File: src/include/csr_consts.svh
`ifndef CSR_CONSTS_SVH
`define CSR_CONSTS_SVH

// Widths
`define CSR_NUM_W        14
`define CSR_DATA_W       32
`define INT_NUM          13

// CSR numbers
`define CSR_CRMD         14'h0
`define CSR_PRMD         14'h1
`define CSR_ECFG         14'h4
`define CSR_ESTAT        14'h5
`define CSR_ERA          14'h6
`define CSR_EENTRY       14'hc
`define CSR_SAVE0        14'h30
`define CSR_SAVE1        14'h31
`define CSR_SAVE2        14'h32
`define CSR_SAVE3        14'h33
`define CSR_TCFG         14'h41
`define CSR_TVAL         14'h42
`define CSR_TICLR        14'h44

// Field ranges
`define CSR_CRMD_PLV     1:0
`define CSR_CRMD_IE      2
`define CSR_PRMD_PPLV    1:0
`define CSR_PRMD_PIE     2
`define CSR_ESTAT_IS10   1:0
`define CSR_EENTRY_VA    31:6
`define CSR_ECFG_LIE     12:0
`define CSR_TCFG_EN      0
`define CSR_TCFG_PERIOD  1
`define CSR_TCFG_INITV   31:2
`define CSR_TICLR_CLR    0

// LIE bit 10 is reserved
`define ECFG_LIE_MASK    13'h1bff

// Counter value while the timer is stopped
`define TIMER_IDLE       32'hffffffff

`endif

File: src/verilog/csr_pkg.sv
`include "csr_consts.svh"

package csr_pkg;

    // TCFG layout, msb first
    typedef struct packed {
        logic [29:0] initval;
        logic        periodic;
        logic        en;
    } tcfg_t;

    // One CSR word seen either as bits or as TCFG fields
    typedef union packed {
        logic [`CSR_DATA_W-1:0] raw;
        tcfg_t                  tcfg;
    } csr_word_u;

endpackage

File: src/verilog/csr_wr_if.sv
`timescale 1ns/1ps
`include "csr_consts.svh"

interface csr_wr_if;

    logic [`CSR_NUM_W-1:0]  num;
    logic                   we;
    logic [`CSR_DATA_W-1:0] wmask;
    logic [`CSR_DATA_W-1:0] wvalue;

    // Driving side, the CSR access port
    modport host (
        output num, we, wmask, wvalue
    );

    // Register groups only listen
    modport unit (
        input num, we, wmask, wvalue
    );

endinterface

File: src/verilog/csr_exc_regs.sv
`timescale 1ns/1ps
`include "csr_consts.svh"

module csr_exc_regs (
    input  logic                   clk,
    input  logic                   resetn,
    csr_wr_if.unit                 wr,
    input  logic                   ertn_flush,
    input  logic                   wb_ex,
    input  logic [5:0]             wb_ecode,
    input  logic [8:0]             wb_esubcode,
    input  logic [31:0]            wb_pc,
    input  logic [`INT_NUM-1:0]    is,
    input  logic [`CSR_DATA_W-1:0] tcfg_rdata,
    input  logic [`CSR_DATA_W-1:0] tval_rdata,
    output logic                   ie,
    output logic [`INT_NUM-1:0]    lie,
    output logic [`CSR_DATA_W-1:0] csr_rvalue,
    output logic [`CSR_DATA_W-1:0] ex_entry
);

    logic [1:0]             crmd_plv;
    logic                   crmd_ie;
    logic [1:0]             prmd_pplv;
    logic                   prmd_pie;
    logic [5:0]             estat_ecode;
    logic [8:0]             estat_esubcode;
    logic [31:0]            era_pc;
    logic [25:0]            eentry_va;
    logic [`INT_NUM-1:0]    ecfg_lie;
    logic [`CSR_DATA_W-1:0] save_q [4];

    logic [`CSR_DATA_W-1:0] crmd_word;
    logic [`CSR_DATA_W-1:0] prmd_word;
    logic [`CSR_DATA_W-1:0] estat_word;
    logic [`CSR_DATA_W-1:0] eentry_word;
    logic [`CSR_DATA_W-1:0] ecfg_word;
    logic [`CSR_DATA_W-1:0] crmd_new;
    logic [`CSR_DATA_W-1:0] prmd_new;
    logic [`CSR_DATA_W-1:0] eentry_new;
    logic [`CSR_DATA_W-1:0] ecfg_new;

    function automatic logic [`CSR_DATA_W-1:0] masked(
        input logic [`CSR_DATA_W-1:0] old,
        input logic [`CSR_DATA_W-1:0] mask,
        input logic [`CSR_DATA_W-1:0] value
    );
        return (mask & value) | (~mask & old);
    endfunction

    // DA reads one, paging and access types stay zero
    assign crmd_word   = {28'b0, 1'b1, crmd_ie, crmd_plv};
    assign prmd_word   = {29'b0, prmd_pie, prmd_pplv};
    assign estat_word  = {1'b0, estat_esubcode, estat_ecode, 3'b0, is};
    assign eentry_word = {eentry_va, 6'b0};
    assign ecfg_word   = {19'b0, ecfg_lie};

    assign crmd_new   = masked(crmd_word, wr.wmask, wr.wvalue);
    assign prmd_new   = masked(prmd_word, wr.wmask, wr.wvalue);
    assign eentry_new = masked(eentry_word, wr.wmask, wr.wvalue);
    assign ecfg_new   = masked(ecfg_word, wr.wmask, wr.wvalue);

    // Exception entry first, then return, then software
    always_ff @(posedge clk) begin
        if (!resetn) begin
            crmd_plv  <= 2'b0;
            crmd_ie   <= 1'b0;
            prmd_pplv <= 2'b0;
            prmd_pie  <= 1'b0;
        end else if (wb_ex) begin
            crmd_plv  <= 2'b0;
            crmd_ie   <= 1'b0;
            prmd_pplv <= crmd_plv;
            prmd_pie  <= crmd_ie;
        end else if (ertn_flush) begin
            crmd_plv <= prmd_pplv;
            crmd_ie  <= prmd_pie;
        end else if (wr.we && wr.num == `CSR_CRMD) begin
            crmd_plv <= crmd_new[`CSR_CRMD_PLV];
            crmd_ie  <= crmd_new[`CSR_CRMD_IE];
        end else if (wr.we && wr.num == `CSR_PRMD) begin
            prmd_pplv <= prmd_new[`CSR_PRMD_PPLV];
            prmd_pie  <= prmd_new[`CSR_PRMD_PIE];
        end
    end

    always_ff @(posedge clk) begin
        if (!resetn) begin
            estat_ecode    <= 6'b0;
            estat_esubcode <= 9'b0;
            era_pc         <= 32'b0;
        end else if (wb_ex) begin
            estat_ecode    <= wb_ecode;
            estat_esubcode <= wb_esubcode;
            era_pc         <= wb_pc;
        end else if (wr.we && wr.num == `CSR_ERA) begin
            era_pc <= masked(era_pc, wr.wmask, wr.wvalue);
        end
    end

    always_ff @(posedge clk) begin
        if (!resetn) begin
            eentry_va <= 26'b0;
            ecfg_lie  <= '0;
        end else if (wr.we && wr.num == `CSR_EENTRY) begin
            eentry_va <= eentry_new[`CSR_EENTRY_VA];
        end else if (wr.we && wr.num == `CSR_ECFG) begin
            ecfg_lie <= ecfg_new[`CSR_ECFG_LIE] & `ECFG_LIE_MASK;
        end
    end

    // Scratch words sit at consecutive numbers
    always_ff @(posedge clk) begin
        if (!resetn) begin
            for (int i = 0; i < 4; i++) begin
                save_q[i] <= '0;
            end
        end else begin
            for (int i = 0; i < 4; i++) begin
                if (wr.we && wr.num == `CSR_SAVE0 + `CSR_NUM_W'(i))
                    save_q[i] <= masked(save_q[i], wr.wmask, wr.wvalue);
            end
        end
    end

    always_comb begin
        case (wr.num)
            `CSR_CRMD:   csr_rvalue = crmd_word;
            `CSR_PRMD:   csr_rvalue = prmd_word;
            `CSR_ESTAT:  csr_rvalue = estat_word;
            `CSR_ERA:    csr_rvalue = era_pc;
            `CSR_EENTRY: csr_rvalue = eentry_word;
            `CSR_SAVE0:  csr_rvalue = save_q[0];
            `CSR_SAVE1:  csr_rvalue = save_q[1];
            `CSR_SAVE2:  csr_rvalue = save_q[2];
            `CSR_SAVE3:  csr_rvalue = save_q[3];
            `CSR_ECFG:   csr_rvalue = ecfg_word;
            `CSR_TCFG:   csr_rvalue = tcfg_rdata;
            `CSR_TVAL:   csr_rvalue = tval_rdata;
            `CSR_TICLR:  csr_rvalue = '0;
            default:     csr_rvalue = '0;
        endcase
    end

    assign ex_entry = eentry_word;
    assign ie       = crmd_ie;
    assign lie      = ecfg_lie;

endmodule

File: src/verilog/csr_timer.sv
`timescale 1ns/1ps
`include "csr_consts.svh"

module csr_timer (
    input  logic                   clk,
    input  logic                   resetn,
    csr_wr_if.unit                 wr,
    output logic [`CSR_DATA_W-1:0] tcfg_rdata,
    output logic [`CSR_DATA_W-1:0] tval_rdata,
    output logic                   timer_en,
    output logic                   timer_zero
);

    import csr_pkg::*;

    csr_word_u              tcfg_q;
    csr_word_u              tcfg_next;
    logic                   tcfg_hit;
    logic [`CSR_DATA_W-1:0] timer_cnt;

    assign tcfg_hit = wr.we && wr.num == `CSR_TCFG;

    // TCFG value as it stands after this cycle's write
    assign tcfg_next.raw = (wr.wmask & wr.wvalue) | (~wr.wmask & tcfg_q.raw);

    always_ff @(posedge clk) begin
        if (!resetn) begin
            tcfg_q.raw <= '0;
        end else if (tcfg_hit) begin
            tcfg_q <= tcfg_next;
        end
    end

    // Load on enable, otherwise count down until idle
    always_ff @(posedge clk) begin
        if (!resetn) begin
            timer_cnt <= `TIMER_IDLE;
        end else if (tcfg_hit && tcfg_next.raw[`CSR_TCFG_EN]) begin
            timer_cnt <= {tcfg_next.tcfg.initval, 2'b0};
        end else if (tcfg_q.tcfg.en && timer_cnt != `TIMER_IDLE) begin
            if (timer_cnt == '0 && tcfg_q.raw[`CSR_TCFG_PERIOD])
                timer_cnt <= {tcfg_q.raw[`CSR_TCFG_INITV], 2'b0};
            else
                // One-shot wraps to idle here
                timer_cnt <= timer_cnt - 1'b1;
        end
    end

    assign tcfg_rdata = tcfg_q.raw;
    assign tval_rdata = timer_cnt;
    assign timer_en   = tcfg_q.tcfg.en;
    assign timer_zero = timer_cnt == '0;

endmodule

File: src/verilog/csr_int_ctrl.sv
`timescale 1ns/1ps
`include "csr_consts.svh"

module csr_int_ctrl (
    input  logic                clk,
    input  logic                resetn,
    csr_wr_if.unit              wr,
    input  logic [7:0]          hw_int_in,
    input  logic                ipi_int_in,
    input  logic                timer_en,
    input  logic                timer_zero,
    input  logic                ie,
    input  logic [`INT_NUM-1:0] lie,
    output logic [`INT_NUM-1:0] is,
    output logic                has_int
);

    logic [1:0] sw_is;
    logic [7:0] hw_is;
    logic       ipi_is;
    logic       tiflag;
    logic       ticlr;

    assign ticlr = wr.we && wr.num == `CSR_TICLR
                   && wr.wmask[`CSR_TICLR_CLR] && wr.wvalue[`CSR_TICLR_CLR];

    always_ff @(posedge clk) begin
        if (!resetn) begin
            sw_is  <= 2'b0;
            hw_is  <= 8'b0;
            ipi_is <= 1'b0;
            tiflag <= 1'b0;
        end else begin
            if (wr.we && wr.num == `CSR_ESTAT)
                sw_is <= (wr.wmask[`CSR_ESTAT_IS10] & wr.wvalue[`CSR_ESTAT_IS10])
                         | (~wr.wmask[`CSR_ESTAT_IS10] & sw_is);
            // External lines land one cycle late
            hw_is  <= hw_int_in;
            ipi_is <= ipi_int_in;
            if (timer_en && timer_zero)
                tiflag <= 1'b1;
            else if (ticlr)
                tiflag <= 1'b0;
        end
    end

    assign is      = {ipi_is, tiflag, 1'b0, hw_is, sw_is};
    assign has_int = |(is & lie) && ie;

endmodule

File: src/verilog/csr_top.sv
`timescale 1ns/1ps
`include "csr_consts.svh"

module csr_top (
    input  logic                   clk,
    input  logic                   resetn,
    input  logic [`CSR_NUM_W-1:0]  csr_num,
    input  logic                   csr_we,
    input  logic [`CSR_DATA_W-1:0] csr_wmask,
    input  logic [`CSR_DATA_W-1:0] csr_wvalue,
    input  logic                   ertn_flush,
    input  logic                   wb_ex,
    input  logic [5:0]             wb_ecode,
    input  logic [8:0]             wb_esubcode,
    input  logic [31:0]            wb_pc,
    input  logic [7:0]             hw_int_in,
    input  logic                   ipi_int_in,
    output logic [`CSR_DATA_W-1:0] csr_rvalue,
    output logic [`CSR_DATA_W-1:0] ex_entry,
    output logic                   has_int
);

    logic                   ie;
    logic [`INT_NUM-1:0]    lie;
    logic [`INT_NUM-1:0]    is;
    logic [`CSR_DATA_W-1:0] tcfg_rdata;
    logic [`CSR_DATA_W-1:0] tval_rdata;
    logic                   timer_en;
    logic                   timer_zero;

    csr_wr_if wr_bus ();

    assign wr_bus.num    = csr_num;
    assign wr_bus.we     = csr_we;
    assign wr_bus.wmask  = csr_wmask;
    assign wr_bus.wvalue = csr_wvalue;

    csr_exc_regs i_exc_regs (
        .clk(clk), .resetn(resetn), .wr(wr_bus.unit),
        .ertn_flush(ertn_flush), .wb_ex(wb_ex),
        .wb_ecode(wb_ecode), .wb_esubcode(wb_esubcode), .wb_pc(wb_pc),
        .is(is), .tcfg_rdata(tcfg_rdata), .tval_rdata(tval_rdata),
        .ie(ie), .lie(lie), .csr_rvalue(csr_rvalue), .ex_entry(ex_entry)
    );

    csr_timer i_timer (
        .clk(clk), .resetn(resetn), .wr(wr_bus.unit),
        .tcfg_rdata(tcfg_rdata), .tval_rdata(tval_rdata),
        .timer_en(timer_en), .timer_zero(timer_zero)
    );

    csr_int_ctrl i_int_ctrl (
        .clk(clk), .resetn(resetn), .wr(wr_bus.unit),
        .hw_int_in(hw_int_in), .ipi_int_in(ipi_int_in),
        .timer_en(timer_en), .timer_zero(timer_zero),
        .ie(ie), .lie(lie), .is(is), .has_int(has_int)
    );

endmodule

File: config.mk
export PLATFORM = sky130hd
export DESIGN_NAME = csr_top
export DESIGN_NICKNAME = d
export VERILOG_FILES = /design/src/verilog/csr_pkg.sv /design/src/verilog/csr_wr_if.sv /design/src/verilog/csr_exc_regs.sv /design/src/verilog/csr_timer.sv /design/src/verilog/csr_int_ctrl.sv /design/src/verilog/csr_top.sv
export VERILOG_INCLUDE_DIRS = /design/src /design/src/include
export SDC_FILE = /design/constraint.sdc
export NUM_CORES = 1
export LEC_CHECK = 0
export BUFFER_PORTS_ARGS = -buffer_cell sky130_fd_sc_hd__buf_2
export CAP_MARGIN = 20
export CORE_MARGIN = 2
export CORE_UTILIZATION = 63
export DETAILED_ROUTE_END_ITERATION = 8
export GPL_TIMING_DRIVEN = 0
export PLACE_DENSITY_LB_ADDON = 0.3
export SLEW_MARGIN = 20
export SYNTH_ARGS = -nofsm -noshare
export SYNTH_HDL_FRONTEND = slang
export SYNTH_SLANG_ARGS = --single-unit
File: constraint.sdc
create_clock -name clk -period 8.45 [get_ports clk]
set_clock_uncertainty 0.05 [all_clocks]
set_input_delay 0.4225 -clock clk [delete_from_list [all_inputs] [get_ports clk]]
set_output_delay 0.4225 -clock clk [all_outputs]
set_load 0.01 [all_outputs]
# After elaboration in Yosys (flattened, before gate mapping)
# Memories as Yosys holds them, arrays and structs flattened.
# Cells that the tools add are included.
word_totals:
  ff_bits: 167
  latch_bits: 0
  ramBits: 128
  rom_bits: 0
  output_inout_bits: 65
  n_memories: 1
op_classes:
  add_sub_neg: 1
  multipliers: 0
  n_div: 0
  order_cmp: 0
  n_eq_ne: 15
  n_shift: 0
  n_mux: 37
  n_bitwise: 33
  n_reduce_logical: 30
mem_list:
  columns: ["name", "depth", "word_bits", "rd", "rd_ports_with_merged_regs", "wr", "line", "text"]
  rows:
  - ["i_exc_regs.save_q", 4, 32, 4, 0, 4, "csr_exc_regs.sv:31", "logic [`CSR_DATA_W-1:0] save_q [4];"]
op_table:
  columns: ["cell", "n"]
  rows:
  - ["$pmux 32 s12", 1]
  - ["$mux 32", 9]
  - ["$and 32x32->32", 8]
  - ["$or 32x32->32", 7]
  - ["$eq 14x6->1 const B", 4]
  - ["$eq 14x3->1 const B", 3]
  - ["$eq 14x7->1 const B", 3]
  - ["$logic_not 32->1", 1]
  - ["$ne 32x32->1 const B", 1]
  - ["$not 32->32", 1]
  - ["$sub 32x1->32 const B", 1]
  - ["$and 13x13->13", 2]
  - ["$mux 1", 21]
  - ["$logic_and 1x1->1", 19]
  - ["$eq 14x1->1 const B", 1]
  - ["$eq 14x4->1 const B", 1]
  - ["$logic_not 14->1", 1]
  - ["$or 13x13->13", 1]
  - ["$reduce_or 13->1", 1]
  - ["$mux 2", 6]
  - ["$reduce_bool 2->1", 5]
  - ["$and 3x3->3", 2]
  - ["$or 3x3->3", 2]
  - ["$and 2x2->2", 2]
  - ["9 further kinds", 13]

# Logic depth before layout (Yosys ltp)
logic_depth:
  word_depth: 7
  mapped_depth: 10
  mapped_depth_nobuf: 8

# Modules after synthesis
# Synthesis repeated with hierarchy kept, for this count alone.
unflattened:
  cells_unflattened: 1835
  hier_area_um2: 16395.7
by_module_without_submodules:
  columns: ["module", "n_inst", "cells_each", "area_each_um2"]
  rows:
  - ["csr_exc_regs", 1, 1284, 12011.5]
  - ["csr_timer", 1, 496, 3837.4]
  - ["csr_int_ctrl", 1, 55, 546.8]

# Worst setup path before layout
# No wires, ideal clock.
synth_path:
  path_type: "input to register"
  from: "in csr_num[9]"
  to: "mem i_exc_regs.save_q[1][0] in the netlist's numbering (enable)"
  arrival_ps: 2497
  t_required_ps: 8011
  path_slack_ps: 5513
  cell_stages: 7
  n_path_buf: 2
  cell_sequence: "nor4_2 nand2_1 and4b_1 clkbuf_1 clkbuf_1 nand2_1 nand2_1"
synth_lines:
  columns: ["item", "line", "text"]
  rows:
  - ["start, declared", "csr_top.sv:7", "input logic [`CSR_NUM_W-1:0] csr_num,"]
  - ["end, declared", "csr_exc_regs.sv:31", null]

# Final worst setup path
layout_path:
  from: "in csr_num[11]"
  to: "out csr_rvalue[31]"
layout_via:
  elab_chain_len: 2
layout_lines:
  columns: ["item", "line", "text"]
  rows:
  - ["$eq 14x7->1, or another cell as far along", "csr_exc_regs.sv:127", "case (wr.num)"]
  - ["$pmux 32 s12 *", "csr_exc_regs.sv:127", null]
  - ["end, declared", "csr_top.sv:18", "output logic [`CSR_DATA_W-1:0] csr_rvalue,"]
# Mark *: on every way between the ends. The rest lies on a longest branch, timed or not.

==> results.toml <==
[run_status]
run_status = "finished clean"

[sta]
setup_viol_count_final = 0
finalSetupTns_ns = 0
grt_setup_unrepaired = "no"
hold_viol = 0
slew_violations = 0
max_freq_ghz = 0.2297
slew_headroom_pct = 11.26
worst_pin_slew_ns = 1.331
finalCriticalPeriod_ns = 4.353
timing.final.crit_share_pct = 51.51

[floorplanning]
io_pins = 204
core_um2 = 24460
dieArea_um2 = 26340
die_w_um = 162.3
die_h_um = 162.3
placementRows = 57
start_util_pct = 64.53

[power]
total_leakage_power_nw = 7.057
total_power_mw = 3.199
powerDensity_nw_per_um2 = 174.6
vdd_drop_max_v = 0.0001409

[clock_network]
cts_hold_buf = 0
cts_max_path_buffers = 3
clock-sinks = 295
clk_latency_ns = 0.58
cts-root-buf = "clkbuf_16"
h-tree-depth = 1
postCtsSetupBuffers = 0
clk_pin_slew_ns = 0.06
numCtsBuffers = 31
cts_resized = 0
cts_tree = "built"

[drt]
wire_per_inst_um = 25.83
drtIter0Drc = 2856
ant_nets = 0
wl_um = 60780
route.detailed.drc = 0
drt_first_pass_iters = 9
via_per_inst = 6.929
vias = 16300

[synthesis]
ys_top_cells_by_area = "edfxtp_1, dfxtp_1, nand2_1"
syn_avg_cell_area_um2 = 8.899
yosysTopAreaCell = "edfxtp_1"
synth_edf_count = 128
ys_ff_latch = 295
synthDistinctLibCells = 69
syn_inst = 1774
syn_area_um2 = 15790
async_flop_share_pct = 0
synthFlopType = "dfxtp_1"
ys_seq_area_share_pct = 45.53
synth_warnings = 0
netlist.area_leader.share_pct = 24.35

[min_path]
hold_class = "input pin to register"

[placed_design]
placed_area_um2 = 17280
port_buffers = 188
hpwlAfterDp_um = 42150
gp_congestion = 1.022

[setup_path]
worstSetupStartpointType = "input pin"
r2r_slack_ns = 5.52
path_max_fanout = 10
crit_path_end_kind = "output pin"
crit_type = "input pin to output pin"
crit_required_ns = 7.98
cp.arrival_ns = 3.88

[layout]
synthToLayoutAreaGrowth_pct = 16.07
layout-drive-gt1-share_pct = 14.44
diodes = 0
finalNetCount = 2145
final_area_um2 = 18320

[global_route]
grt_pass1_vias = 15020
grt_first_pass_wirelength_um = 88870
antenna_found_initial = 1
grt-ovfl-total = 0
grt_start_max_net_pins = 18
grt_use_total_pct = 44.81

[flow_run]
maxCapViolCount = 0
-- layer usage --
layer	vias up	track usage (%)	part of all wire, %
met5	-	0	0.023
met2	1547	65.26	41
met3	300	14.76	17
li1	6952	-	-
met1	7502	59.72	36
met4	2	23.01	5.9
-- logic make-up after synthesis --
logic type | Yosys count | share of synthesized area [%]
buffers and inverters | 187 | 4.898
other | 1 | 0.02375
muxes | 75 | 4.755
DFF | 295 | 45.53
xor gates and xnor gates | 1 | 0.05549
and+or+nand+nor | 734 | 24.03
adders and majority gates | 2 | 0.1585
AOI/OAI and AO/OA | 479 | 20.55
-- stage by stage --
stage	setup slack [ns]	utilization, %	hold slack (ns)	std cells
3_3_place_gp	3.793	70.11	0.4078	2291
5_1_grt	4.231	74.90	0.009640	2353
4_1_cts	4.410	74.90	0.009019	2353
3_5_place_dp	4.425	70.63	0.4238	2295
2_1_floorplan	5.513	-	0.3939	1779
6_report	4.097	74.90	0.007810	2353
-- synth_stat cells, types with 20 or more instances --
master and count:
a21boi_0 29, a21boi_1 30, a21oi_1 160, a221oi_1 29
a222oi_1 34, a22o_1 20, and2_1 38, buf_2 21
clkbuf_1 107, dfxtp_1 167, edfxtp_1 128, inv_1 41
mux2i_1 75, nand2_1 249, nand2b_1 137, nand3_1 100
nand4_1 42, nor2_1 56, nor2b_1 41, o21ai_0 69
-- report_power, final --
part           internal (mW)  leakage, nW  total, mW  switching, mW
Clock                  0.828        0.513       1.42          0.591
Sequential              1.52         2.68       1.55         0.0253
Combinational         0.0832         3.86      0.233          0.150
-- area by class of cell --
class / instances / area (um2)
Buffer: 146 / 619.3
Clock buffer: 50 / 949.7
Clock inverter: 8 / 96.34
Fill cell: 1831 / 6140
Inverter: 41 / 153.9
Multi-Input combinational cell: 1297 / 7860
Sequential cell: 295 / 7187
Tap cell: 324 / 405.4
Timing Repair Buffer: 192 / 1051
-- path summary, 6_finish.rpt --
check,from,end,depth (start not counted)
worst max-delay path,csr_num[11],csr_rvalue[31],9
worst min-delay path,hw_int_in[0],i_int_ctrl.hw_is[0],2
worst max register to register,i_timer.tval_rdata[24],i_timer.tval_rdata[5],7
worst min register to register,i_timer.tcfg_rdata[24],i_timer.tcfg_rdata[24],2
-- worst max-delay path, stage by stage --
cell and delay [ns]:
buf_2 0.11, or4_1 0.57, nor4_1 0.55, buf_2 0.45
buf_2 0.52, clkbuf_1 0.65, a222oi_1 0.19, nand4_1 0.24
buf_2 0.17
-- placed cells by master, fill, tap and decap left out, types with 11 or more instances in the layout --
master and count:
a31oi_1 14, a21boi_1 30, nand4_1 42, nor2_1 56, clkbuf_1 118, nand2_1 245, mux2i_1 75, nand2b_1 137
a221oi_1 29, a222oi_1 34, buf_2 209, buf_4 12, a22oi_1 17, nand3_1 100, and2_1 38, nor2b_1 41
a22o_1 20, inv_1 41, or4_1 11, a21boi_0 29, edfxtp_1 128, dfxtp_1 167, a21oi_1 160, nor3_1 13
o21ai_0 69, clkbuf_16 33
(Power assumes the default switching activity.)
